**config.mk**
```make
export PLATFORM = sky130hd
export DESIGN_NAME = reset_sequencer
export DESIGN_NICKNAME = d
export VERILOG_FILES = /design/src/rtl/soc_pkg.sv /design/src/rtl/reset_sequencer.sv
export SDC_FILE = /design/constraint.sdc
export NUM_CORES = 1
export LEC_CHECK = 0
export ABC_AREA = 1
export BUFFER_PORTS_ARGS = -buffer_cell sky130_fd_sc_hd__buf_4
export CAP_MARGIN = 20
export CORE_AREA = 3 3 40 42
export CTS_CLUSTER_DIAMETER = 150
export DETAILED_ROUTE_END_ITERATION = 16
export DIE_AREA = 0 0 43 45
export PLACE_DENSITY_LB_ADDON = 0.05
export SETUP_SLACK_MARGIN = 0.15
export SYNTH_ARGS = -nofsm -noshare
export SYNTH_HDL_FRONTEND = slang
export SYNTH_SLANG_ARGS = --single-unit
```
**constraint.sdc**
```tcl
create_clock -name cpu_clk -period 1.2 [get_ports cpu_clk]
set_input_delay 0.3 -clock cpu_clk [delete_from_list [all_inputs] [get_ports cpu_clk]]
set_output_delay 0.3 -clock cpu_clk [all_outputs]
set_load 0.05 [all_outputs]
```
**src/rtl/soc_pkg.sv**
```systemverilog
package soc_pkg;

    // ##################################################
    // Memory map
    // ##################################################

    localparam int REGION_LSB = 30;           // Low bit of the two-bit region field.

    localparam logic [1:0] REGION_ROM   = 2'd0;
    localparam logic [1:0] REGION_RAM   = 2'd1;
    localparam logic [1:0] REGION_PORTS = 2'd3; // Region 2 is left unmapped.

    localparam int ROM_BITS = 4;              // 16 words, indexed by address bits 5..2.
    localparam int RAM_BITS = 10;             // 1k words, indexed by address bits 11..2.

    // ##################################################
    // Timing and pins
    // ##################################################

    localparam int TIMER_BITS         = 12;   // Interrupt period of 4096 cycles.
    localparam int RESET_DELAY_CYCLES = 64;   // Core reset hold time after reset release.
    localparam int PORT_IN_BITS       = 7;

    // ##################################################
    // Types
    // ##################################################

    typedef logic [31:0]           addr_t;
    typedef logic [31:0]           data_t;
    typedef logic [3:0]            byte_mask_t; // Bit i enables bits 8i+7..8i.
    typedef logic [1:0]            region_t;
    typedef logic [TIMER_BITS-1:0] timer_count_t;

    typedef enum logic [1:0] {
        st_hold,
        st_delay,
        st_run,
        st_fault
    } seq_state_t;

endpackage

```
**src/rtl/reset_sequencer.sv**
```systemverilog
`timescale 1ns/10ps

module reset_sequencer import soc_pkg::*; (
    input  logic cpu_clk,
    input  logic reset,
    input  logic delay_done,
    input  logic bus_error,
    output logic core_reset,
    output logic error
);

    seq_state_t state;
    seq_state_t state_next;

    always_comb begin
        state_next = state;
        case (state)
            st_hold:  state_next = st_delay;
            st_delay: if (delay_done) state_next = st_run;
            st_run:   if (bus_error) state_next = st_fault;
            st_fault: state_next = st_fault;   // Only an external reset leaves.
            default:  state_next = st_hold;
        endcase
    end

    always_ff @(posedge cpu_clk) begin
        if (!reset) begin
            state      <= st_hold;
            core_reset <= 1'b0;
            error      <= 1'b0;
        end else begin
            state      <= state_next;
            core_reset <= (state_next == st_run);   // Core runs only in st_run.
            error      <= (state_next == st_fault);
        end
    end

endmodule

```
Word-level counts from Yosys, hierarchy flattened --
Cells that the tools add are included.
Word-level totals: register bits 4, output and inout bits 2, input port bits 4, logic and storage cells 12
Cells by class: muxes and demuxes 3, equal/unequal tests 5, reduce and logical (&&, ||, !) cells 1
Operators with widths (number):
- == test 2 bit, second input constant | 4
- one-hot mux 2 bit (4 select lines) | 1
- 2-to-1 mux 2 bit | 2
- == test 2 x 1 -> 1 bit, second input constant | 1
- zero test 2 bit | 1

Depth between registers and ports, before layout --
word-level depth 3, gate-level depth with buffers 5, gate-level depth less buffers 5

Worst setup path after synthesis --
No wires, ideal clock.
path type register to output, start register core_reset, end output port core_reset, stages on the path, launching flop included 1, slack 0.313 ns, required time 0.900 ns, buffers on the path 0, arrival time 0.587 ns, cell sequence dfxtp_1
RTL lines:
- start, declared | RTL line reset_sequencer.sv:8 | output logic core_reset,
- start signal, assigned | RTL line reset_sequencer.sv:33 | core_reset <= (state_next == st_run);
No word-level cell between the ends.

Worst setup path in the final report --
start register core_reset, end output port core_reset
No word-level cell between the ends.

==> impl_metrics.py <==
metrics = {
    "setup_path": {
        "setup.worst_path.start": "core_reset$_SDFF_PN0_",
        "cp_top_family": "flip-flops",
        "path_buf_inv": 1,
        "critical_path_class": "reg -> out",
        "timing.rr.start": "state[0]$_SDFF_PN0_",
        "critPathArrivalTime_ns": 0.72,
        "crit_required_ns": 0.90,
        "critPathMaxStageDelay_ns": 0.30,
        "cp_slowest_cell": "dfxtp_1",
        "end_kind": "primary output",
        "path_cells": "buf_4",
        "start_kind": "register",
        "crit_path_max_fanout": 1,
    },
    "drt": {
        "dr.pass1.iters": 1,
        "detail_route.wl_per_cell_um": 7.45,
        "num_vias": 119,
        "drc": 0,
        "ant_nets": 0,
        "drtIter0Drc": 0,
        "viasPerCell": 2.98,
        "routed_wl_um": 298,
    },
    "synth": {
        "synth_area_leaders": "dfxtp_1, nand2_1, inv_1",
        "synth_top_area_share_pct": 59.3,
        "yosysSeqAreaShare_pct": 59.3,
        "yosys_warnings": 0,
        "synth.avg_cell_area_um2": 7.95,
        "synth-xor-area-share_pct": 0,
        "yosys.area_share.simple_pct": 21.3,
        "synth_fa_ha_area_share_pct": 0,
        "yosysUniqueCellTypes": 7,
        "muxShareOfSynthArea_pct": 0,
        "synth_top_family_by_area": "simple AND/OR/NAND/NOR gates",
        "synth_compound_area_share_pct": 11.1,
        "synth_nets": 21,
        "ys_ff_latch": 4,
        "netlist_instances": 17,
        "syn-cell-area_um2": 135,
        "synth.largest_area_cell": "dfxtp_1",
    },
    "power_and_ir_drop": {
        "p_per_area_nw_per_um2": 1670,
        "p_leak_nw": 0.103,
        "peakVddDrop_v": 0.000376,
        "finalPower_w": 0.000358,
    },
    "placed_design": {
        "place_area_um2": 191,
        "place_inst": 37,
        "gp_congestion": 0.714,
        "dp_hpwl_um": 224,
        "port-buffer-count": 5,
    },
    "timing": {
        "rsz0062_at_grt": "no",
        "worst_pin_slew_ns": 0.151,
        "setup_violations": 0,
        "fin_crit_sh_pct": 85.2,
        "finalMaxSlewViolations": 0,
        "finalHoldViolations": 0,
        "fmax_mhz": 979,
        "fin_setup_tns_ns": 0,
        "period_minus_slack_ns": 1.02,
        "maxSlewHeadroom_pct": 89.9,
        "fin_skew_ns": 0.00311,
    },
    "cells_and_area": {
        "mostFrequentLayoutCells": "nand2_1, buf_4, dfxtp_1",
        "final_cells": 40,
        "utilization_pct": 16.7,
        "antenna_cells": 0,
        "fin_nets": 31,
        "fillers": 146,
        "drive_gt1_share_pct": 36.0,
        "syn_to_final_growth_pct": 58.3,
        "design_area_um2": 214,
    },
    "floorplan": {
        "pin_count": 6,
        "die_w_um": 43,
        "fp.dieH_um": 45,
        "core_um2": 1280,
        "initial_core_util_pct": 10.5,
        "num_rows": 13,
        "dieArea_um2": 1940,
    },
    "global_route": {
        "track_usage_pct": 4.09,
        "met3_usage_pct": 3.98,
        "grt_antenna_before_repair": 0,
        "grt_pass1_wl_um": 489,
        "use_met1_pct": 4.37,
        "grtUsageMet2_pct": 3.59,
        "busiest_layer": "met4",
        "grt_pass1_vias": 119,
        "grt-ovfl-total": 0,
        "grt_max_degree": 5,
    },
    "cts": {
        "numCtsBuffers": 3,
        "cts_hold_buf": 0,
        "ctsResizeCount": 0,
        "cts_root_buffer": "clkbuf_4",
        "clkSinkCount": 4,
        "cts_tree": "yes",
        "clockBufferDepth": 2,
        "clkLatencyLatePin_ns": 0.23,
        "clk_pin_slew_ns": 0.04,
        "cts_max_level": 1,
        "cts_setup_buffers": 0,
    },
    "job": {
        "max_cap_violations": 0,
    },
    "min_path": {
        "hold_start": "bus_error",
        "hold_path_class": "in -> reg",
    },
    "run_status": {
        "status": "completed",
    },
}
-- cell usage after synthesis --
cell,n
nand2_1,5
a21oi_1,2
dfxtp_1,4
nor2_1,1
o21ai_0,1
nor2_2,1
inv_1,3
-- report_power, final --
part           internal, W  switching [W]  total (W)
combinational    0.0000162      0.0000250  0.0000412
sequential        0.000143     0.00000526   0.000148
clock             0.000112      0.0000568   0.000169
total             0.000271      0.0000870   0.000358
-- cell type report --
cell class	instances	area [um^2]	area share, %
sequential	4	80.1	37.4
multi-input combinational	10	43.8	20.5
timing repair buffer	5	37.5	17.5
clock buffer	3	22.5	10.5
tap	15	18.8	8.77
inverter	3	11.3	5.26
-- flip-flops by register name, indices dropped and copies added (netlist names) --
register / count
state: 2
core_reset: 1
error: 1
-- kinds of logic (layout without fill, tap and decap cells) --
kind of cell | Yosys count | after routing
AO/OA/AOI/OAI | 3 | 3
buffers and inverters | 3 | 11
AND/OR/NAND/NOR | 7 | 7
flip-flops | 4 | 4
-- per-layer routing --
layer  vias to the layer above  part of all wire, %
li1                         68                    -
met4                         0                    0
met2                         4                   43
met1                        47                   45
met5                         -                    0
met3                         0                   12
-- path summary, 6_finish.rpt --
check | slack (ns) | depth (start not counted) | to
min | 0.32 | 3 | error$_SDFF_PN0_
max reg2reg | 0.51 | 4 | core_reset$_SDFF_PN0_
max | 0.18 | 1 | core_reset
min reg2reg | 0.48 | 2 | error$_SDFF_PN0_
-- metrics by stage --
stage | hold slack, ns | setup slack [ns]
final | 0.319 | 0.178
after global placement | 0.476 | 0.419
after CTS | 0.309 | 0.165
after floorplan | 0.452 | 0.313
after global routing | 0.364 | 0.158
after detailed placement | 0.479 | 0.421
No activity file was read; power rests on OpenSTA's default activity.
