--- src/rtl/soc_pkg.sv ---
package soc_pkg;

    // ##################################################
    // Memory map
    // ##################################################

    localparam int REGION_LSB = 30;           // Low bit of the two-bit region field.

    localparam logic [1:0] REGION_ROM   = 2'd0;
    localparam logic [1:0] REGION_RAM   = 2'd1;
    localparam logic [1:0] REGION_PORTS = 2'd3; // Region 2 is left unmapped.

    localparam int ROM_BITS = 4;              // 16 words, indexed by address bits 5..2.
    localparam int RAM_BITS = 10;             // 1k words, indexed by address bits 11..2.

    // ##################################################
    // Timing and pins
    // ##################################################

    localparam int TIMER_BITS         = 12;   // Interrupt period of 4096 cycles.
    localparam int RESET_DELAY_CYCLES = 64;   // Core reset hold time after reset release.
    localparam int PORT_IN_BITS       = 7;

    // ##################################################
    // Types
    // ##################################################

    typedef logic [31:0]           addr_t;
    typedef logic [31:0]           data_t;
    typedef logic [3:0]            byte_mask_t; // Bit i enables bits 8i+7..8i.
    typedef logic [1:0]            region_t;
    typedef logic [TIMER_BITS-1:0] timer_count_t;

    typedef enum logic [1:0] {
        st_hold,
        st_delay,
        st_run,
        st_fault
    } seq_state_t;

endpackage

--- src/rtl/port_block.sv ---
`timescale 1ns/10ps

module port_block import soc_pkg::*; (
    input  logic       cpu_clk,
    input  logic       reset,
    input  logic       port_sel,
    input  logic       dbus_wr,
    input  byte_mask_t dbus_mask,
    input  data_t      dbus_wdata,
    input  logic       con_button,
    input  logic       psh_button,
    input  logic       tra,
    input  logic       trb,
    input  logic       bak_button,
    input  logic       scl_in,
    input  logic       sda_in,
    output data_t      port_rdata,
    output logic       led,
    output logic       scl,
    output logic       sda,
    output logic       irq_clear
);

    logic [PORT_IN_BITS-1:0] pins;
    logic                    port_wr;

    assign pins    = {con_button, psh_button, tra, trb, bak_button, scl_in, sda_in};
    assign port_wr = port_sel && dbus_wr;

    always_ff @(posedge cpu_clk) begin
        if (port_sel && !dbus_wr) begin
            port_rdata <= data_t'(pins);       // Zero above bit 6.
        end
    end

    // ##################################################
    // Output registers
    // ##################################################

    always_ff @(posedge cpu_clk) begin
        if (!reset) begin
            led       <= 1'b1;
            scl       <= 1'b1;                 // I2C lines idle high.
            sda       <= 1'b1;
            irq_clear <= 1'b0;
        end else begin
            if (port_wr && dbus_mask[0]) begin
                {led, scl, sda} <= dbus_wdata[2:0];
            end
            irq_clear <= port_wr && dbus_mask[1] && dbus_wdata[8];   // One-cycle pulse.
        end
    end

endmodule

--- config.mk ---
export PLATFORM = sky130hd
export DESIGN_NAME = port_block
export DESIGN_NICKNAME = d
export VERILOG_FILES = /design/src/rtl/soc_pkg.sv /design/src/rtl/port_block.sv
export SDC_FILE = /design/constraint.sdc
export NUM_CORES = 1
export LEC_CHECK = 0
export ABC_AREA = 1
export ABC_CLOCK_PERIOD_IN_PS = 1900
export BUFFER_PORTS_ARGS = -buffer_cell sky130_fd_sc_hd__buf_2
export CAP_MARGIN = 10
export CORE_MARGIN = 2
export CORE_UTILIZATION = 30
export CTS_CLUSTER_SIZE = 30
export DETAILED_ROUTE_END_ITERATION = 10
export PLACE_DENSITY_LB_ADDON = 0.08
export SYNTH_ARGS = -nofsm -noshare
export SYNTH_HDL_FRONTEND = slang
export SYNTH_SLANG_ARGS = --single-unit
--- constraint.sdc ---
create_clock -name cpu_clk -period 1.9 [get_ports cpu_clk]
set_input_delay 0.38 -clock cpu_clk [delete_from_list [all_inputs] [get_ports cpu_clk]]
set_output_delay 0.38 -clock cpu_clk [all_outputs]
set_load 0.02 [all_outputs]
# [Word level (Yosys, flattened, before mapping)]
# Index checks and enable logic that the tools add are counted.
[classes] n_mux=0 add_sub_neg=0 n_bitwise=0 n_mul=0 div=0 order_cmp=0 n_eq_ne=0 n_reduce_logical=6 shift=0
[op_table] cell="$logic_and 1x1->1" count=5
[op_table] cell="$logic_not 1->1" count=1
[word_totals] rom_bits=0 regBits=11 output_inout_bits=36 ramBits=0 latchBits=0 memories=0 wordCells=11

# [Depth between registers and ports, before layout]
[logic_depth] depth_word=3 mapped_depth=3

# [Least setup slack after synthesis]
# No wires, ideal clock.
[synth_timing] kind="in2reg" startpoint="in port_sel" endpoint="reg port_rdata[0], enable pin" cell_stages=2 setup_time_ps=361 setup_slack_ps=812 t_arrival_ps=727 t_required_ps=1539 cell_sequence="inv_1 > nor2_1"
[synth_via] elab_chain_len=1
[synth_lines] element="from (decl)" line_no="port_block.sv:6" source="input logic port_sel,"
[synth_lines] element="$logic_and 1x1->1" line_no="port_block.sv:31" source="if (port_sel && !dbus_wr) begin"
[synth_lines] element="to (signal assigned)" line_no="port_block.sv:32" source="port_rdata <= data_t'(pins);"
[synth_lines] element="to (decl)" line_no="port_block.sv:17" source="output data_t port_rdata,"
# Every way passes these cells.
# A chain may end at the register's enable or synchronous reset.

# [Worst setup path after layout]
[layout_timing] startpoint="reg port_rdata[5]" endpoint="out port_rdata[5]"
# No word-level cell between the ends.

==> key figures <==
Timing
  • Crit path time final: 1180 ps
  • Fin crit share: 0.620
  • Fin. Hold Viols: 0
  • Worst clock skew: 0 ps
  • RSZ-0062 raised after global routing: no
  • Count of pins over their slew limit: 0
  • Slew HR: 0.659
  • Fmax: around 0.85 GHz
  • Least-Margin Pin Slew: 510 ps
  • Setup violations, final: 0
  • Setup TNS Final: 0 ps

Power and ir drop
  • Static leakage: around 0.34 nW
  • Pwr/cell area: a little over 800 mW/mm^2
  • Worst vdd ir: 297 uV

Clock tree
  • Num CTS Buffers: 3
  • CTS root buf: clkbuf_4
  • # hold bufs at CTS: 0
  • Clock transition at path regs: approximately 70 ps
  • Bufs on Longest Clock Path: 2
  • H-Tree Depth: 1
  • Setup bufs post-CTS: 0
  • CTS tree: yes
  • Clock Sinks: 11
  • CTS resizes: 0
  • Worst skew pair latency: around 260 ps

Critical path
  • Crit end category: output pin
  • CP max stage cell: edfxtp_1
  • CP max stage delay: 370 ps
  • CP bufs+invs: 1
  • Delay-heaviest family, CP: flip-flops
  • Req. time, crit path: about 1500 ps
  • Critical path fanouts, max: 1
  • CP Launch Type: flip-flop
  • CP Class: flip-flop to output pin
  • WP data arrival: approximately 800 ps
  • Crit-path cells: buf_2

Placed design
  • Post-DP HPWL: approximately 760 um
  • Post-DP Area: approximately 630 um^2
  • # port buffers: 27
  • Gpl congestion: between 0.6 and 0.7

Global routing
  • Grt total ovfl: 0
  • Number of global-route vias before repair: 280
  • Global-route wire length before repair: 1060 um
  • All-Layer GR Usage: 0.0742
  • Largest net degree at the start of global routing: 8
  • Initial antenna violation count: 0

Final layout
  • Commonest non-fill, non-tap cell in the layout: buf_2
  • FILL cells: 194
  • Final Instance Area: around 650 um^2
  • Area grow syn2layout: 17.1%
  • Commonest non-fill, non-tap cells in the layout: 27 x buf_2, 25 x conb_1, 7 x edfxtp_1
  • Fraction of layout cells with a size suffix above 1: 0.378
  • Final layout net count: 130
  • Inserted Diodes: 0

Detailed routing
  • Detail Route Antenna Nets: 0
  • Wire length per cell: 8.24 um
  • Via density: between 3 and 4
  • Final wirelength: 882 um
  • First-pass DRT Iterations: 2
  • Vias: between 300 and 400
  • DRC Markers: 0
  • Initial DRC count: 1

Synth
  • Register area share after synthesis: 0.521
  • Flops & latches, synth: 11
  • Syn avg cell area: ~11 um^2
  • Post-synthesis cell count: 52
  • Yosys cell types: 10
  • Area of the mapped netlist: between 500 and 600 um^2
  • Synth Warn #: 0

Outcome
  • Status: complete, no violations

Run
  • Max-cap violations: 0

Die
  • IO Count: between 80 and 90
  • Die height: ~47 um
  • Placeable Area: 0.00175 mm^2
  • Row count: 15
  • Die footprint: roughly 0.0022 mm^2
  • Starting Density: 0.319
  • Die Width: 47.1 um

Min path
  • Hold Path Class: primary input to flip-flop
[path summary, 6_finish.rpt]
path / slack [ps] / from / endpoint / depth (start not counted)
worst max-delay path: 720 / port_rdata[5] / port_rdata[5] / 1
worst min-delay path: 290 / con_button / port_rdata[6] / 1
worst max register to register: 1350 / led / led / 2
worst min register to register: 470 / scl / scl / 2
[area by class of cell]
cell class	instances	area, um^2	share of cell area
Sequential cell	11	290	0.445
Multi-Input combinational cell	39	165	0.253
Timing Repair Buffer	27	135	0.207
Tap cell	25	31.3	0.0480
Clock buffer	4	26.3	0.0403
Inverter	1	3.75	0.00576
[where the power goes]
group          internal (mW)  total (mW)  switching (mW)  leakage (nW)
clock network         0.0811       0.155          0.0737        0.0150
registers              0.269       0.272         0.00333        0.0985
logic                 0.0243       0.105          0.0804         0.222
total                  0.374       0.532           0.157         0.335
[synth_stat cells]
master | number | area (um^2)
nand3_2 | 1 | 10.0
nand2_1 | 4 | 15.0
nand3_1 | 4 | 20.0
dfxtp_1 | 4 | 80.1
nand4_1 | 3 | 18.8
buf_4 | 25 | 188
nor2_1 | 2 | 7.51
conb_1 | 1 | 3.75
inv_1 | 1 | 3.75
edfxtp_1 | 7 | 210
[routing by layer]
layer	wire, um	part of all wire	track usage	up-vias
met4	0	0	0.0667	0
met2	457	0.52	0.115	26
met5	0	0	0	-
li1	-	-	-	183
met1	309	0.35	0.0735	158
met3	115	0.13	0.0346	0
[metrics by stage]
step                      hold WS (ps)  worst slack [ps]   util  instances  total power, mW
after floorplan                    465               812      -         76            0.388
after global placement             462               534  0.358        103            0.382
after detailed placement           464               546  0.358        103            0.383
after CTS                          278               696  0.373        107            0.542
after global routing               276               684  0.373        107            0.563
final                              289               722  0.373        107            0.532
[state kept, by name (all words and copies together) (netlist names)]
name,cells
irq_clear,1
led,1
port_rdata,7
scl,1
sda,1
[cells by family after synthesis]
logic type | Yosys count | share of synthesized area
buffers and inverters | 26 | 0.344
flip-flops | 11 | 0.521
other | 1 | 0.00674
AND/OR/NAND/NOR | 14 | 0.128
No activity file was read; power rests on OpenSTA's default activity.
