--- src/rtl/soc_pkg.sv ---
package soc_pkg;

    // ##################################################
    // Memory map
    // ##################################################

    localparam int REGION_LSB = 30;           // Low bit of the two-bit region field.

    localparam logic [1:0] REGION_ROM   = 2'd0;
    localparam logic [1:0] REGION_RAM   = 2'd1;
    localparam logic [1:0] REGION_PORTS = 2'd3; // Region 2 is left unmapped.

    localparam int ROM_BITS = 4;              // 16 words, indexed by address bits 5..2.
    localparam int RAM_BITS = 10;             // 1k words, indexed by address bits 11..2.

    // ##################################################
    // Timing and pins
    // ##################################################

    localparam int TIMER_BITS         = 12;   // Interrupt period of 4096 cycles.
    localparam int RESET_DELAY_CYCLES = 64;   // Core reset hold time after reset release.
    localparam int PORT_IN_BITS       = 7;

    // ##################################################
    // Types
    // ##################################################

    typedef logic [31:0]           addr_t;
    typedef logic [31:0]           data_t;
    typedef logic [3:0]            byte_mask_t; // Bit i enables bits 8i+7..8i.
    typedef logic [1:0]            region_t;
    typedef logic [TIMER_BITS-1:0] timer_count_t;

    typedef enum logic [1:0] {
        st_hold,
        st_delay,
        st_run,
        st_fault
    } seq_state_t;

endpackage

--- src/rtl/bus_decoder.sv ---
`timescale 1ns/10ps

module bus_decoder import soc_pkg::*; (
    input  logic  cpu_clk,
    input  logic  reset,
    input  logic  ibus_cmd_valid,
    input  addr_t ibus_pc,
    output logic  ibus_rsp_error,
    output logic  rom_sel,
    input  logic  dbus_cmd_valid,
    input  logic  dbus_wr,
    input  addr_t dbus_addr,
    output logic  ram_sel,
    output logic  port_sel,
    input  data_t ram_rdata,
    input  data_t port_rdata,
    output data_t dbus_rsp_data,
    output logic  dbus_rsp_ready,
    output logic  dbus_rsp_error,
    output logic  bus_error
);

    region_t ibus_region;
    region_t dbus_region;
    logic    read_sel;
    logic    ram_read_q;                 // Last selected read went to RAM.

    assign ibus_region = ibus_pc[REGION_LSB +: $bits(region_t)];
    assign dbus_region = dbus_addr[REGION_LSB +: $bits(region_t)];

    assign rom_sel  = ibus_cmd_valid && (ibus_region == REGION_ROM);
    assign ram_sel  = dbus_cmd_valid && (dbus_region == REGION_RAM);
    assign port_sel = dbus_cmd_valid && (dbus_region == REGION_PORTS);
    assign read_sel = (ram_sel || port_sel) && !dbus_wr;

    // Errors are flagged in the same cycle as the command.
    assign ibus_rsp_error = ibus_cmd_valid && !rom_sel;
    assign dbus_rsp_error = dbus_cmd_valid && !(ram_sel || port_sel);
    assign bus_error      = ibus_rsp_error || dbus_rsp_error;

    always_ff @(posedge cpu_clk) begin
        if (!reset) begin
            dbus_rsp_ready <= 1'b0;
            ram_read_q     <= 1'b0;
        end else begin
            dbus_rsp_ready <= read_sel;   // Read data is valid one cycle later.
            if (read_sel) begin
                ram_read_q <= ram_sel;
            end
        end
    end

    assign dbus_rsp_data = ram_read_q ? ram_rdata : port_rdata;

endmodule

--- config.mk ---
export PLATFORM = sky130hd
export DESIGN_NAME = bus_decoder
export DESIGN_NICKNAME = d
export VERILOG_FILES = /design/src/rtl/soc_pkg.sv /design/src/rtl/bus_decoder.sv
export SDC_FILE = /design/constraint.sdc
export NUM_CORES = 1
export LEC_CHECK = 0
export ABC_CLOCK_PERIOD_IN_PS = 1500
export BUFFER_PORTS_ARGS = -buffer_cell sky130_fd_sc_hd__buf_2
export CAP_MARGIN = 5
export CORE_AREA = 3 3 65 67
export DETAILED_ROUTE_END_ITERATION = 8
export DIE_AREA = 0 0 68 70
export PLACE_DENSITY_LB_ADDON = 0.3
export SLEW_MARGIN = 20
export SYNTH_ARGS = -nofsm -noshare
export SYNTH_HDL_FRONTEND = slang
export SYNTH_SLANG_ARGS = --single-unit
--- constraint.sdc ---
create_clock -name cpu_clk -period 1.5 [get_ports cpu_clk]
set_clock_uncertainty 0.2 [all_clocks]
set_input_delay 0 -clock cpu_clk [delete_from_list [all_inputs] [get_ports cpu_clk]]
set_output_delay 0 -clock cpu_clk [all_outputs]
set_load 0.05 [all_outputs]
---- After elaboration in Yosys (flattened, before gate mapping) ----
Cells that the tools add are included.
word-level totals
  output and inout port bits .............. 39
  input bits .............................. 133
  register bits after elaboration ......... 2
operators by class
  reductions and logical operators ........ 12
  muxes and demuxes ....................... 1
  eq/ne operators ......................... 2
operator list
  operator                                       number
  2-to-1 mux 32 bit                              1
  logical AND 1 bit                              6
  logical NOT 1 bit                              3
  == test 2 x 1 -> 1 bit, second input constant  1
  == test 2 bit, second input constant           1
  logical NOT 2 bit                              1
  logical OR 1 bit                               2

---- Depth between registers and ports, before layout ----
  word-level depth ........................ 6
  mapped depth ............................ 3
  mapped depth without buffers ............ 2

---- Worst setup path before layout ----
Ideal clock, no wire load.
  path type ............................... input-to-output
  from .................................... input ibus_pc[31]
  to ...................................... output rom_sel
  required time ........................... 1.300 ns
  setup slack ............................. 0.142 ns
  arrival ................................. 1.158 ns
  stages on the path ...................... 1
  path through ............................ nor3b_1
between the ends
  longest elaborated chain between the ends .. 2
RTL lines
  item               line               source
  from (decl)        bus_decoder.sv:7   input addr_t ibus_pc,
  logical NOT 2 bit  bus_decoder.sv:31  assign rom_sel = ibus_cmd_valid && (ibus_region == REGION_ROM);
  logical AND 1 bit  bus_decoder.sv:31
  to (decl)          bus_decoder.sv:9   output logic rom_sel,
Every way passes these cells.

---- Final worst setup path ----
  from .................................... register ram_read_q
  to ...................................... output dbus_rsp_data[22]
between the ends
  longest elaborated chain between the ends .. 1
RTL lines
  item                    line               source
  from (decl)             bus_decoder.sv:26  logic ram_read_q;
  from (signal assigned)  bus_decoder.sv:48  ram_read_q <= ram_sel;
  2-to-1 mux 32 bit       bus_decoder.sv:53  assign dbus_rsp_data = ram_read_q ? ram_rdata : port_rdata;
  to (decl)               bus_decoder.sv:17  output data_t dbus_rsp_data,
Every way passes these cells.

==> results.txt <==
Hold depth: 3
Clock Tree Buf Depth: 2
WP data arrival: 1.26 ns
Via density per instance: 4.037
Max Fclk: 683.8 MHz
RD Place Congestion: 0.6668
RSZ-0062 raised after global routing: true
CTS Buf Count: 3
Post-Syn Area: 654.4 sq um
Core region area: 3689 sq um
Sw Ratio: 45.19%
Share of post-route cells with drive strength above 1: 91.02%
Yosys top cell area share: 66.54%
Hold EP: rom_sel
Top area cells in the synthesized netlist: mux2_4 (67%), buf_12 (9.2%), dfxtp_1 (6.1%), mux2_2 (5.2%), buf_6 (1.7%)
Die Ht: 70 microns
Starting Density: 17.74%
Drt initial violations: 6
Ys flop type: dfxtp_1
Pre-Repair DR Iteration Count: 4
Drc violations: 0
Part of the power in combinational logic: 70.8%
Pin count of the biggest net entering global routing: 21
Unique cell type count in the Yosys netlist: 16
Port bufs: 111
First-pass GRT wire length: 3.374 mm
Max capacitance violation total: 0
Register area share after synthesis: 6.119%
Bufs and invs on worst path: 2
Hold Slack: 0.1317 ns
Maximum vdd drop: 0.0003078 V
Worst-margin pin slew: 0.2603 ns
Critical path endpoint category: output port
Vias in the first global route: 859
# rows: 22
Vias: 868
Leak Pwr: 0.8062 nW
Worst path required time: 1.30 ns
Die ar.: 4760 sq um
Critical path type: flop to output port
Hold/Removal Path Class: primary input to output port
Total track usage: 8.870%
Hold path start: ibus_pc[30]
Commonest cells post-synth: mux2_4 (29), buf_12 (3), mux2_2 (3)
CTS tree: yes
Synth area leader: mux2_4
DP Wirelength: 1.996 mm
PwrDens: 635.7 nW/um^2
Grt total ovfl: 0
Placement Cell Area: 1240 sq um
Yosys reg bits: 2
Slowest stage delay, CP: 0.38 ns
H-tree depth: 1
Asr flop ratio synth: 0%
Clock sink count: 2
Hold Fails Final Rpt: 0
Antenna violations before repair: 0
Clock root cell: clkbuf_8
CP Launch Type: flop
Minimum clock period: 1.462 ns
Die width: 68 microns
EDFF count, synth: 0
Post-route design area: 1434 sq um
Max transition margin: 82.77%
Remaining antenna violation count after routing: 0
YS warnings: 0
Wirelength per Cell: 11.51 microns
Clock-pin slew on the worst setup and hold paths: 0.03 ns
Post-layout power: 0.9115 mW
Cell class contributing the biggest share of worst-path delay: flip-flops
Post-CTS setup buffer count: 0
Final setup violation count: 0
Critical-path cell list: buf_12, mux2_4, buf_2
Crit path depth: 3
Syn nets: 182
Final Max Tran Viols: 0
Worst-Skew Late Latency: 0.21 ns
Net Switching: 0.4119 mW
Setup TNS: 0 ns
Critical path's slowest cell: dfxtp_4
Ant. Diodes: 0
Int Power: 0.4996 mW
Crit Path Max Fanout: 13
Status: completed
FF-to-FF path depth: 2
Final wirelength: 2.474 mm
Final nets: 302
R2r endpoint: ram_read_q
Crit share post-route: 97.50%
Clock network fraction of total power: 22.8%
Count leader, synth: mux2_4
Area Growth Syn to Fin: 119.1%
Reg2Reg Setup Slack: 0.39 ns
I/O pin total: 172
Syn_area_per_cell: 13.35 sq um
Reg2reg start: ram_read_q
Cell count after synthesis: 49
Seq pwr share: 6.4%
[cell type report]
| type | instances | area, sq um |
|---|---|---|
| Fill cell | 376 | 2255 |
| Timing Repair Buffer | 119 | 745.7 |
| Multi-Input combinational cell | 43 | 543.0 |
| Tap cell | 48 | 60.06 |
| Sequential cell | 2 | 43.79 |
| Clock buffer | 3 | 41.29 |
[cell usage in the layout, fill, tap and decap left out, drive strengths merged]
cell type	netlist	routed
dlygate4sd3	0	5
and3	1	1
buf	4	113
o21a	1	1
clkbuf	0	4
dfxtp	2	2
nor2b	1	1
and2	1	1
nor2	1	1
or2	1	1
mux2	32	32
nand2	1	1
and3b	1	1
nor3b	1	1
nand2b	1	1
o221a	1	1
[per-stage QoR]
stage | setup WS, ns | util (%) | std cells
CTS | -0.003950 | 37.45 | 214
floorplan | 0.1420 | - | 49
global route | -0.01008 | 38.87 | 215
finish | 0.03756 | 38.87 | 215
detailed placement | 0.1972 | 33.62 | 206
global placement | 0.2018 | 33.62 | 206
[logic make-up after synthesis]
group	after synthesis	share of synthesized area, %
AND/OR/NAND/NOR	9	8.416
flip-flops	2	6.119
multiplexers	32	71.70
AO/OA/AOI/OAI	2	2.868
buffers and inverters	4	10.90
[layer usage]
metal / up-vias / share of wire, % / global-route usage, %
li1: 419 / - / -
met1: 360 / 33 / 9.282
met2: 87 / 44 / 15.10
met3: 2 / 22 / 4.019
met4: 0 / 0.57 / 3.311
met5: - / 0 / 0
[how the worst max path moves through the flow]
stage	startpoint	end	slack, ns
after floorplan	ibus_pc[31]	rom_sel	0.14
after global placement	ram_read_q	dbus_rsp_data[0]	0.20
after detailed placement	ram_read_q	dbus_rsp_data[0]	0.20
after CTS	ram_read_q	dbus_rsp_data[0]	-0.004
after global routing	ram_read_q	dbus_rsp_data[22]	-0.01
final	ram_read_q	dbus_rsp_data[22]	0.04
[power by group through the flow]
stage	sequential [mW]	clock, mW	combinational, mW
6_report	0.0584	0.208	0.645
2_1_floorplan	0.0596	0	0.443
3_5_place_dp	0.0591	0	0.593
3_3_place_gp	0.0590	0	0.590
4_1_cts	0.0585	0.217	0.630
5_1_grt	0.0591	0.223	0.678
[flip-flops by register name (all words and copies together), names as in the netlist]
signal / cells
ram_read_q: 1
dbus_rsp_ready: 1
[worst register-to-register path: cells and delay by family (launching register included)]
kind	cells	cell delay [ns]
AO/OA/AOI/OAI	1	0.28
buffers and inverters	1	0.16
flip-flops	1	0.36
[repair_timing]
item	CTS	global route
endpoints found under the setup margin	20	24
hold buffers	5	0
pin swaps	0	0
endpoints found under the hold margin	2	0
resized for setup	20	13
cloned	0	1
Power figures use the tool's default switching activity.
