**config.mk**
```make
export PLATFORM = sky130hd
export DESIGN_NAME = interval_timer
export DESIGN_NICKNAME = d
export VERILOG_FILES = /design/src/rtl/soc_pkg.sv /design/src/rtl/interval_timer.sv
export SDC_FILE = /design/constraint.sdc
export NUM_CORES = 1
export LEC_CHECK = 0
export ABC_AREA = 1
export BUFFER_PORTS_ARGS = -buffer_cell sky130_fd_sc_hd__buf_2
export CAP_MARGIN = 10
export CORE_MARGIN = 5
export CORE_UTILIZATION = 27
export CTS_CLUSTER_SIZE = 8
export DETAILED_ROUTE_END_ITERATION = 10
export PLACE_DENSITY = 0.43
export SLEW_MARGIN = 40
export SYNTH_ARGS = -nofsm -noshare
export SYNTH_HDL_FRONTEND = slang
export SYNTH_SLANG_ARGS = --single-unit
```
**constraint.sdc**
```tcl
create_clock -name cpu_clk -period 2.1 [get_ports cpu_clk]
set_clock_uncertainty 0.2 [all_clocks]
set_input_delay 0.105 -clock cpu_clk [delete_from_list [all_inputs] [get_ports cpu_clk]]
set_output_delay 0.105 -clock cpu_clk [all_outputs]
set_load 0.03 [all_outputs]
```
**src/rtl/soc_pkg.sv**
```systemverilog
package soc_pkg;

    // ##################################################
    // Memory map
    // ##################################################

    localparam int REGION_LSB = 30;           // Low bit of the two-bit region field.

    localparam logic [1:0] REGION_ROM   = 2'd0;
    localparam logic [1:0] REGION_RAM   = 2'd1;
    localparam logic [1:0] REGION_PORTS = 2'd3; // Region 2 is left unmapped.

    localparam int ROM_BITS = 4;              // 16 words, indexed by address bits 5..2.
    localparam int RAM_BITS = 10;             // 1k words, indexed by address bits 11..2.

    // ##################################################
    // Timing and pins
    // ##################################################

    localparam int TIMER_BITS         = 12;   // Interrupt period of 4096 cycles.
    localparam int RESET_DELAY_CYCLES = 64;   // Core reset hold time after reset release.
    localparam int PORT_IN_BITS       = 7;

    // ##################################################
    // Types
    // ##################################################

    typedef logic [31:0]           addr_t;
    typedef logic [31:0]           data_t;
    typedef logic [3:0]            byte_mask_t; // Bit i enables bits 8i+7..8i.
    typedef logic [1:0]            region_t;
    typedef logic [TIMER_BITS-1:0] timer_count_t;

    typedef enum logic [1:0] {
        st_hold,
        st_delay,
        st_run,
        st_fault
    } seq_state_t;

endpackage

```
**src/rtl/interval_timer.sv**
```systemverilog
`timescale 1ns/10ps

module interval_timer import soc_pkg::*; (
    input  logic cpu_clk,
    input  logic reset,
    input  logic irq_clear,
    output logic delay_done,
    output logic timer_irq
);

    localparam timer_count_t DELAY_LAST = timer_count_t'(RESET_DELAY_CYCLES - 1);
    localparam timer_count_t COUNT_LAST = '1;

    timer_count_t count;
    logic         delay_pending;                 // High until the first delay strobe.

    // ##################################################
    // Interval counter
    // ##################################################

    always_ff @(posedge cpu_clk) begin
        if (!reset) begin
            count <= '0;
        end else begin
            count <= count + 1'b1;               // Wraps freely.
        end
    end

    // The delay strobe fires once, in the first pass after reset.
    assign delay_done = delay_pending && (count == DELAY_LAST);

    always_ff @(posedge cpu_clk) begin
        if (!reset) begin
            delay_pending <= 1'b1;
        end else if (delay_done) begin
            delay_pending <= 1'b0;
        end
    end

    // ##################################################
    // Timer interrupt
    // ##################################################

    always_ff @(posedge cpu_clk) begin
        if (!reset) begin
            timer_irq <= 1'b0;
        end else if (count == COUNT_LAST) begin
            timer_irq <= 1'b1;                   // Set wins over a clear in the same cycle.
        end else if (irq_clear) begin
            timer_irq <= 1'b0;
        end
    end

endmodule

```
=== Word-level counts from Yosys, hierarchy flattened ===
Index checks and enable logic that the tools add are counted.

* Mux-type cells: 2
* Add/subtract/negate cells: 1
* Eq/ne operators: 2
* Reductions and logical operators: 2

{| class="wikitable"
|+ Operator list
! cell !! count
|-
| $add 12x1->12 const B || 1
|-
| $eq 12x12->1 const B || 1
|-
| $eq 12x6->1 const B || 1
|-
| $mux 1 || 2
|-
| $reduce_bool 2->1 || 1
|-
| $logic_and 1x1->1 || 1
|}

* Register bits: 14
* Output and inout port bits: 2
* Input port bits: 3
* Word-level logic and storage cells: 10

=== Longest topological paths before layout ===
Gate-level depths: netlist of run 1.

* Depth after elaboration: 2
* Mapped depth: 6
* Mapped depth without buffers: 6

=== Worst setup path before layout of run 1 ===
Ideal clock, no wire load.

* Path type: reg-to-output
* Start point: register count[0]
* End point: output delay_done
* Buffers on the path: 0
* Path slack: 0.470 ns
* Arrival time: 1.325 ns
* Stages on the path, launching flop included: 6
* Required time: 1.795 ns
* Cells stage by stage: dfxtp_1 > ha_1 > nand3_2 > nor2_4 > nand4_1 > nor2_1

* Word-level cells in the longest chain between the ends: 2

{| class="wikitable"
|+ Ends and longest elaborated chain
! what !! RTL line !! RTL
|-
| start: declaration || interval_timer.sv:14 || <nowiki>timer_count_t count;</nowiki>
|-
| start signal: assignment || interval_timer.sv:25 || <nowiki>count <= count + 1'b1;</nowiki>
|-
| $eq 12x6->1 || interval_timer.sv:30 || <nowiki>assign delay_done = delay_pending && (count == DELAY_LAST);</nowiki>
|-
| $logic_and 1x1->1 || interval_timer.sv:30 ||
|-
| end: declaration || interval_timer.sv:7 || <nowiki>output logic delay_done,</nowiki>
|}

No other way between the ends.

=== Worst setup path after layout of run 1 ===
Same ends and word-level chain as after synthesis.

==> results of run 1 <==
-- metrics by stage --
step,std cells,power (mW)
2_1_floorplan,89,0.295
3_3_place_gp,120,0.299
3_5_place_dp,120,0.299
4_1_cts,126,0.500
5_1_grt,126,0.515
6_report,126,0.491
-- placed cells by master, fill, tap and decap left out --
cell	synthesis	routed
a21oi_1	6	6
a31oi_1	1	1
buf_2	1	4
clkbuf_4	0	3
clkbuf_8	0	1
dfxtp_1	14	14
dlygate4sd3_1	0	2
ha_1	1	1
inv_1	13	13
nand2_1	21	21
nand3_1	5	5
nand3_2	1	1
nand3b_1	1	1
nand4_1	3	3
nor2_1	14	14
nor2_2	1	1
nor2_4	2	2
o21a_1	1	1
o21ai_0	2	2
xnor2_1	2	2
-- per-layer routing --
metal	vias to the layer above	global-route usage, %	share of wire, %
li1	296	-	-
met1	214	10.7	56
met2	10	10.4	37
met3	2	2.63	5.0
met4	0	4.85	1.2
met5	-	0	0
-- cell families after synthesis --
family / count (synthesis)
buffers and inverters: 14
xor gates and xnor gates: 2
and+or+nand+nor: 48
adders and majority gates: 1
DFF: 14
AOI/OAI and AO/OA: 10
-- worst paths after layout --
check,end,slack [ps],cells after the start,start
worst min-delay path,delay_pending,260,2,delay_pending
worst min register to register,delay_pending,260,2,delay_pending
worst max register to register,delay_pending,670,6,count[0]
worst max-delay path,delay_done,220,6,count[0]
-- final cells by class --
| type | count | area (sq um) | area share [%] |
|---|---|---|---|
| Clock buffer | 4 | 36.3 | 4.87 |
| Inverter | 13 | 48.8 | 6.54 |
| Multi-Input combinational cell | 61 | 305 | 40.9 |
| Sequential cell | 14 | 280 | 37.6 |
| Tap cell | 28 | 35.0 | 4.70 |
| Timing Repair Buffer | 6 | 40.0 | 5.37 |
-- registers in the layout (all words and copies together), names as in the netlist --
register / count
count: 12
delay_pending: 1
timer_irq: 1
-- worst reg2reg max path, cell delays in order (launching register included) --
cell and delay (ps):
dfxtp_1 360, ha_1 210, nand3_2 120, nor2_4 180, nand4_1 130, nand2_1 80, nand2_1 40
-- report_power, final --
part / internal, mW / switching, mW
Combinational: 0.00991 / 0.0116
Sequential: 0.270 / 0.00363
Clock: 0.105 / 0.0900
==> run_results.csv, run 1 <==
group,metric,value,unit
outcome,status,"complete, no violations",
yosys,synth_area_per_cell,7.18,sq um
critical_path,critPathLaunchType,"register",
floorplanning,die-area,3440,sq um
timing,maxSlewHeadroom,84.7,%
critical_path,path_buf_inv,1,
global_routing,grt_pass1_wl,2050,microns
placement,place_congestion,0.735,
detailed_routing,vias,522,
yosys,synthSimpleGateAreaFrac,34.6,%
global_routing,grt_use_total,7.83,%
timing,setup_violations,0,
yosys,synth.distinct_cells,17,
cts,holdBufCountCts,2,
cts,postCtsResizedCells,0,
global_routing,antenna_found_initial,0,
timing,holdWs,260,ps
finish,nets,103,
critical_path,cp_slowest_cell,"dfxtp_1",
detailed_routing,dr.pass1.iters,4,
finish,synthToLayoutAreaGrowth,16.6,%
yosys,synth_fa_ha_area_share,1.96,%
timing,setup_tns,0,ps
yosys,synth_xor_area_share,2.74,%
finish,final_cell_area,746,sq um
timing,fin_crit_sh,89.7,%
power_and_ir_drop,vdd_drop_max,0.000265,V
cts,cts_tree,"built",
yosys,synth_top_family_by_area,"simple AND/OR/NAND/NOR gates",
yosys,syn_inst,89,
global_routing,overflow,0,
floorplanning,coreArea,2230,sq um
power_and_ir_drop,p_leak,0.307,nW
yosys,syn_area,639,sq um
critical_path,cp_top_family,"simple AND/OR/NAND/NOR gates",
global_routing,grt_start_max_net_pins,11,
yosys,muxShareOfSynthArea,0,%
placement,post-place-ws,511,ps
critical_path,worstPathMaxFanout,7,
yosys,seq_area_frac_synth,43.8,%
placement,portBuffers,4,
timing,fmax,0.531,GHz
yosys,synth_compound_area_share,8.41,%
yosys,synthTopCellsByCount,"nand2_1, dfxtp_1, nor2_1",
placement,dp_hpwl,818,microns
timing,rsz0062_at_grt,"no",
timing,layout_min_cycle_time,1880,ps
yosys,syn-num-nets,93,
yosys,synth_top_area_share,43.8,%
finish,drive_gt1_share,12.2,%
critical_path,cp_cell_sequence,"ha_1 > nand3_2 > nor2_4 > nand4_1 > nor2_1 > buf_2",
detailed_routing,viasPerCell,4.14,
finish,fillCellCount,236,
cts,post_cts_buffers,0,
critical_path,max_stage_delay,360,ps
cts,cts_made_buffers,3,
finish,insertedDiodeCount,0,
floorplanning,rows,17,
yosys,synth_edf_count,0,
detailed_routing,detail-route-antenna-nets,0,
finish,fin_util,33.4,%
yosys,yosysWarnings,0,
yosys,yosys.area.top_type,"dfxtp_1",
detailed_routing,routedWlPerCell,8.98,microns
critical_path,arrival,1580,ps
cts,clk_latency,280,ps
yosys,synth_area_leaders,"dfxtp_1, nand2_1, nor2_1",
cts,cts_buffer_depth,2,
detailed_routing,drc_errors,0,
cts,cts.sinks,14,
placement,placed_area,689,sq um
timing,setup_slack,217,ps
yosys,postSynth.asyncResetShare,0,%
global_routing,grt_pass1_vias,495,
cts,cts-htree-levels,1,
critical_path,worstPathRequired,1790,ps
floorplanning,die-height,58.7,microns
cts,clk_pin_slew,90,ps
yosys,synth-seq-cells,14,
detailed_routing,routed_wl,1130,microns
detailed_routing,drt_iter0_markers,23,
timing,worst_pin_slew,230,ps
hold_path,hold_path_class,"reg -> reg",
critical_path,end_kind,"output pin",
cts,cts_root_buf,"clkbuf_4",
power_and_ir_drop,p_per_area,658,nW/um^2
floorplanning,start_util,28.6,%
yosys,yosys.cell_count.top_type,"nand2_1",
critical_path,critical_path_class,"reg -> out",
yosys,ys.flop_type,"dfxtp_1",
timing,hold_viol_final,0,
floorplanning,die_w,58.7,microns
flow_run,max_cap_violations,0,
timing,slew_viol_final,0,
floorplanning,ios,5,
No activity file was read; power rests on OpenSTA's default activity.
==> run 2, diff against run 1 <==
- CORE_UTILIZATION: 27 -> 34
- PLACE_DENSITY: 0.43 -> 0.51
==> run 2 against run 1 <==
Net effect:
- power fell by 1.1%
- highest routed layer unchanged
- die area shrank 17%
- via count down 0.19%
- largest power group unchanged
==> run_results.csv, run 2 (synthesized netlist as in run 1, its figures left out) <==
group,metric,value,unit
critical_path,cp_cell_sequence,"ha_1 > nand3_2 > nor2_4 > nand4_1 > nor2_1 > buf_2",
global_routing,grt_use_total,9.44,%
placement,dp_hpwl,822,microns
power_and_ir_drop,internal_power,385,uW
timing,hold_viol_final,0,
finish,synthToLayoutAreaGrowth,16.0,%
finish,nets,103,
critical_path,critical_path_class,"reg -> out",
critical_path,worstPathMaxFanout,7,
hold_path,hold_path_class,"reg -> reg",
global_routing,overflow,0,
global_routing,antenna_found_initial,0,
critical_path,critPathLaunchType,"register",
detailed_routing,dr.pass1.iters,4,
critical_path,reg2reg_depth,6,
cts,cts-htree-levels,1,
global_routing,grt_start_max_net_pins,11,
floorplanning,die-area,2850,sq um
timing,fmax,0.529,GHz
finish,fillCellCount,199,
finish,regMostFlops,"count",
cts,postCtsResizedCells,0,
timing,maxSlewHeadroom,84.7,%
critical_path,end_kind,"output pin",
flow_run,max_cap_violations,0,
power_and_ir_drop,p_sw_share,20.6,%
cts,cts_made_buffers,3,
timing,setup_tns,0,ps
detailed_routing,routedWlPerCell,8.93,microns
finish,insertedDiodeCount,0,
detailed_routing,viasPerCell,4.24,
floorplanning,ios,5,
timing,rsz0062_at_grt,"no",
placement,post-place-ws,499,ps
cts,clk_latency,270,ps
detailed_routing,drc_errors,0,
global_routing,grt_pass1_wl,1930,microns
floorplanning,coreArea,1760,sq um
hold_path,hp-start,"delay_pending",
floorplanning,start_util,36.2,%
timing,setup_violations,0,
cts,clk_pin_slew,80,ps
timing,layout_min_cycle_time,1890,ps
detailed_routing,detail-route-antenna-nets,0,
power_and_ir_drop,p_leak,0.307,nW
critical_path,max_stage_delay,360,ps
outcome,status,"complete, no violations",
floorplanning,die_w,53.4,microns
timing,holdWs,256,ps
floorplanning,rows,15,
critical_path,worstPathRequired,1790,ps
critical_path,regToRegStartpoint,"count[0]",
timing,worst_pin_slew,229,ps
finish,drive_gt1_share,12.2,%
hold_path,holdPathEnd,"delay_pending",
power_and_ir_drop,power_frac_clock,39.1,%
placement,portBuffers,4,
detailed_routing,drt_iter0_markers,16,
critical_path,r2r-end,"delay_pending",
timing,slew_viol_final,0,
cts,cts_buffer_depth,2,
placement,place_congestion,0.773,
global_routing,grt_pass1_vias,467,
finish,most-common-layout-cells,"nand2_1, nor2_1, dfxtp_1, inv_1, a21oi_1",
cts,cts.sinks,14,
power_and_ir_drop,p_per_area,654,nW/um^2
power_and_ir_drop,p_sw,100,uW
floorplanning,die-height,53.4,microns
power_and_ir_drop,p_comb_share,4.5,%
critical_path,rrSetupSlack,650,ps
finish,largest_reg_flops,12,
critical_path,cp_slowest_cell,"dfxtp_1",
finish,layout_commonest_cell,"nand2_1",
timing,fin_crit_sh,90.0,%
cts,cts_root_buf,"clkbuf_4",
cts,cts_tree,"built",
detailed_routing,vias,521,
critical_path,arrival,1590,ps
hold_path,whs_path_depth,2,
timing,setup_slack,209,ps
detailed_routing,routed_wl,1100,microns
power_and_ir_drop,seqPwrFrac,56.4,%
finish,largestRegisters,"count (12), delay_pending (1), timer_irq (1)",
power_and_ir_drop,vdd_drop_max,0.000247,V
[run 2: cell counts in the layout (fill, tap and decap cells not counted)]
Identical to the previous run, type by type.
[run 2: critical path: cells and delay by family (launching register included)]
| family | cells | cell delay, ps |
|---|---|---|
| buffers and inverters | 1 | 200 |
| flip-flops | 1 | 360 |
| AND/OR/NAND/NOR | 4 | 540 |
| adder cells (fa/ha/maj) | 1 | 210 |
[run 2: how the worst max path moves through the flow]
stage | start | end | slack, ps | depth (start not counted)
2_1_floorplan | count[0] | delay_done | 470 | 5
3_3_place_gp | count[0] | delay_done | 550 | 6
3_5_place_dp | count[0] | delay_done | 500 | 6
4_1_cts | count[0] | delay_done | 180 | 6
5_1_grt | count[0] | delay_done | 40 | 6
6_report | count[0] | delay_done | 210 | 6
[run 2: power groups by stage]
stage	Sequential [mW]	Combinational (mW)	Clock [mW]
4_1_cts	0.274	0.0223	0.198
3_3_place_gp	0.280	0.0195	0
2_1_floorplan	0.279	0.0152	0
6_report	0.274	0.0218	0.190
3_5_place_dp	0.280	0.0192	0
5_1_grt	0.275	0.0256	0.210
[run 2: final cells by class]
class                      instances  area (sq um)  area share (%)
tap                               25          31.3            4.22
sequential                        14           280            37.8
inverter                          13          48.8            6.58
clock buffer                       4          36.3            4.89
multi-input combinational         61           305            41.1
timing repair buffer               6          40.0            5.40
[run 2: stage by stage]
| stage | total power, mW | util [%] | instances | instance area, sq um |
|---|---|---|---|---|
| global route | 0.511 | 42.1 | 123 | 742 |
| global placement | 0.299 | 38.9 | 117 | 686 |
| detailed placement | 0.299 | 38.9 | 117 | 686 |
| finish | 0.486 | 42.1 | 123 | 742 |
| CTS | 0.494 | 42.1 | 123 | 742 |
| floorplan | 0.295 | - | 89 | 639 |
[run 2: metal layers]
metal  global-route usage, %  part of all wire [%]
met5                       0                     0
met4                    5.11                   1.1
met3                    2.54                   3.5
met2                    13.5                    38
met1                    12.6                    57
[run 2: repair_timing]
item                                   4_1_cts  5_1_grt
endpoints found under the hold margin        9        0
buffers inserted                             0        0
hold buffers                                 2        0
==> run 3, diff against run 2 <==
- REMOVE_ABC_BUFFERS: not set -> 1
==> run 3 against run 2 <==
Net effect:
- flip-flop and latch count unchanged
- core utilization is 0.78 points lower
- sequential share of layout area up 0.71 points
- power down 9.5%
- routed wire length shrank 2.3%
- global-route usage increased by 0.12 points
- clock power is 24% lower
- combinational power down 2%
- largest power group unchanged
- sequential power about the same
- highest routed layer unchanged
==> run_results.csv, run 3 (synthesized netlist as in run 1, its figures left out) <==
group,metric,value,unit
outcome,status,"complete, no violations",
power_and_ir_drop,vdd_drop_max,0.000270,V
timing,layout_min_cycle_time,1860,ps
placement,placed_cells,117,
timing,setup_slack,245,ps
finish,most-common-layout-cells,"nand2_1, nor2_1, dfxtp_1, inv_1, a21oi_1",
finish,nets,103,
floorplanning,die-height,53.4,microns
timing,fin_crit_sh,88.3,%
critical_path,critical_path_class,"reg -> out",
critical_path,worstPathMaxFanout,7,
cts,clk_pin_slew,70,ps
floorplanning,coreArea,1760,sq um
cts,cts_buffer_depth,2,
finish,multi_input_area,305,sq um
cts,cts_root_buf,"clkbuf_4",
cts,cts_made_buffers,3,
detailed_routing,routedWlPerCell,8.80,microns
detailed_routing,routed_wl,1070,microns
finish,layout_commonest_cell,"nand2_1",
global_routing,grt_pass1_vias,469,
floorplanning,rows,15,
finish,largest_reg_flops,12,
global_routing,grt_start_max_net_pins,11,
flow_run,max_cap_violations,0,
timing,fmax,0.539,GHz
floorplanning,ios,5,
power_and_ir_drop,power_frac_clock,32.8,%
floorplanning,die-area,2850,sq um
finish,drive_gt1_share,11.3,%
critical_path,worstPathRequired,1790,ps
global_routing,grt_use_total,9.56,%
global_routing,grt_pass1_wl,1900,microns
critical_path,critPathLaunchType,"register",
timing,hold_viol_final,0,
timing,setup_tns,0,ps
timing,rsz0062_at_grt,"no",
detailed_routing,detail-route-antenna-nets,0,
critical_path,end_kind,"output pin",
timing,maxSlewHeadroom,85.6,%
cts,clk_latency,280,ps
finish,synthToLayoutAreaGrowth,13.9,%
placement,placed_area,686,sq um
cts,cts.sinks,14,
timing,setup_violations,0,
finish,seq_area,280,sq um
cts,cts-htree-levels,1,
timing,slew_viol_final,0,
power_and_ir_drop,p_sw_share,21.1,%
power_and_ir_drop,p_per_area,604,nW/um^2
power_and_ir_drop,internal_power,347,uW
finish,regMostFlops,"count",
timing,worst_pin_slew,216,ps
finish,final_cell_area,728,sq um
placement,post-place-ws,524,ps
power_and_ir_drop,p_leak,0.300,nW
power_and_ir_drop,p_comb_share,4.9,%
detailed_routing,viasPerCell,4.43,
finish,fillCellCount,207,
placement,portBuffers,4,
power_and_ir_drop,seqPwrFrac,62.3,%
floorplanning,start_util,36.2,%
detailed_routing,drc_errors,0,
critical_path,arrival,1550,ps
placement,dp_hpwl,811,microns
timing,holdWs,254,ps
global_routing,overflow,0,
detailed_routing,dr.pass1.iters,4,
finish,largestRegisters,"count (12), delay_pending (1), timer_irq (1)",
power_and_ir_drop,p_sw,92.9,uW
placement,place_congestion,0.780,
finish,insertedDiodeCount,0,
global_routing,antenna_found_initial,0,
cts,cts_tree,"built",
detailed_routing,drt_iter0_markers,11,
detailed_routing,vias,541,
finish,post_layout_nonfiller_instances,122,
floorplanning,die_w,53.4,microns
hold_path,hold_path_class,"reg -> reg",
## run 3: cell type report
type | count | share of cell area [%]
inverters | 13 | 6.70
multi-input cells | 61 | 41.9
flip-flops and latches | 14 | 38.5
clock buffers | 3 | 3.09
repair buffers | 6 | 5.50
well taps | 25 | 4.30
## run 3: critical path, cell delays in order, from the launching register on
cell and delay (ps):
dfxtp_1 350, ha_1 210, nand3_2 120, nor2_4 180
nand4_1 120, nor2_1 90, buf_2 200
## run 3: layer usage
metal / up-vias / track usage, % / wire, microns
met1: 228 / 11.6 / 582
met5: - / 0 / 0
met2: 7 / 12.7 / 405
met3: 5 / 4.23 / 43
met4: 0 / 7.66 / 42
li1: 301 / - / -
## run 3: timing repair
action / 4_1_cts / 5_1_grt
hold endpoints to repair: 9 / 0
setup buffers: 0 / 0
hold buffers: 2 / 0
endpoints found under the setup margin: 0 / 0
gates resized for setup: 0 / 0
## run 3: path summary, 6_finish.rpt
path	slack (ps)	start	endpoint	cells past startpoint
worst max register to register	690	count[0]	delay_pending	6
worst min-delay path	250	count[0]	count[0]	1
worst max-delay path	240	count[0]	delay_done	6
worst min register to register	250	count[0]	count[0]	1
## run 3: power groups by stage
stage	logic, mW	registers [mW]	clock network (mW)
after global routing	0.0252	0.275	0.165
after floorplan	0.0132	0.279	0
after CTS	0.0220	0.274	0.157
after detailed placement	0.0191	0.280	0
after global placement	0.0191	0.280	0
final	0.0214	0.274	0.144
## run 3: per-stage QoR
| step | util (%) | power [mW] |
|---|---|---|
| 2_1_floorplan | - | 0.293 |
| 3_3_place_gp | 38.9 | 0.299 |
| 3_5_place_dp | 38.9 | 0.299 |
| 4_1_cts | 41.3 | 0.453 |
| 5_1_grt | 41.3 | 0.465 |
| 6_report | 41.3 | 0.440 |
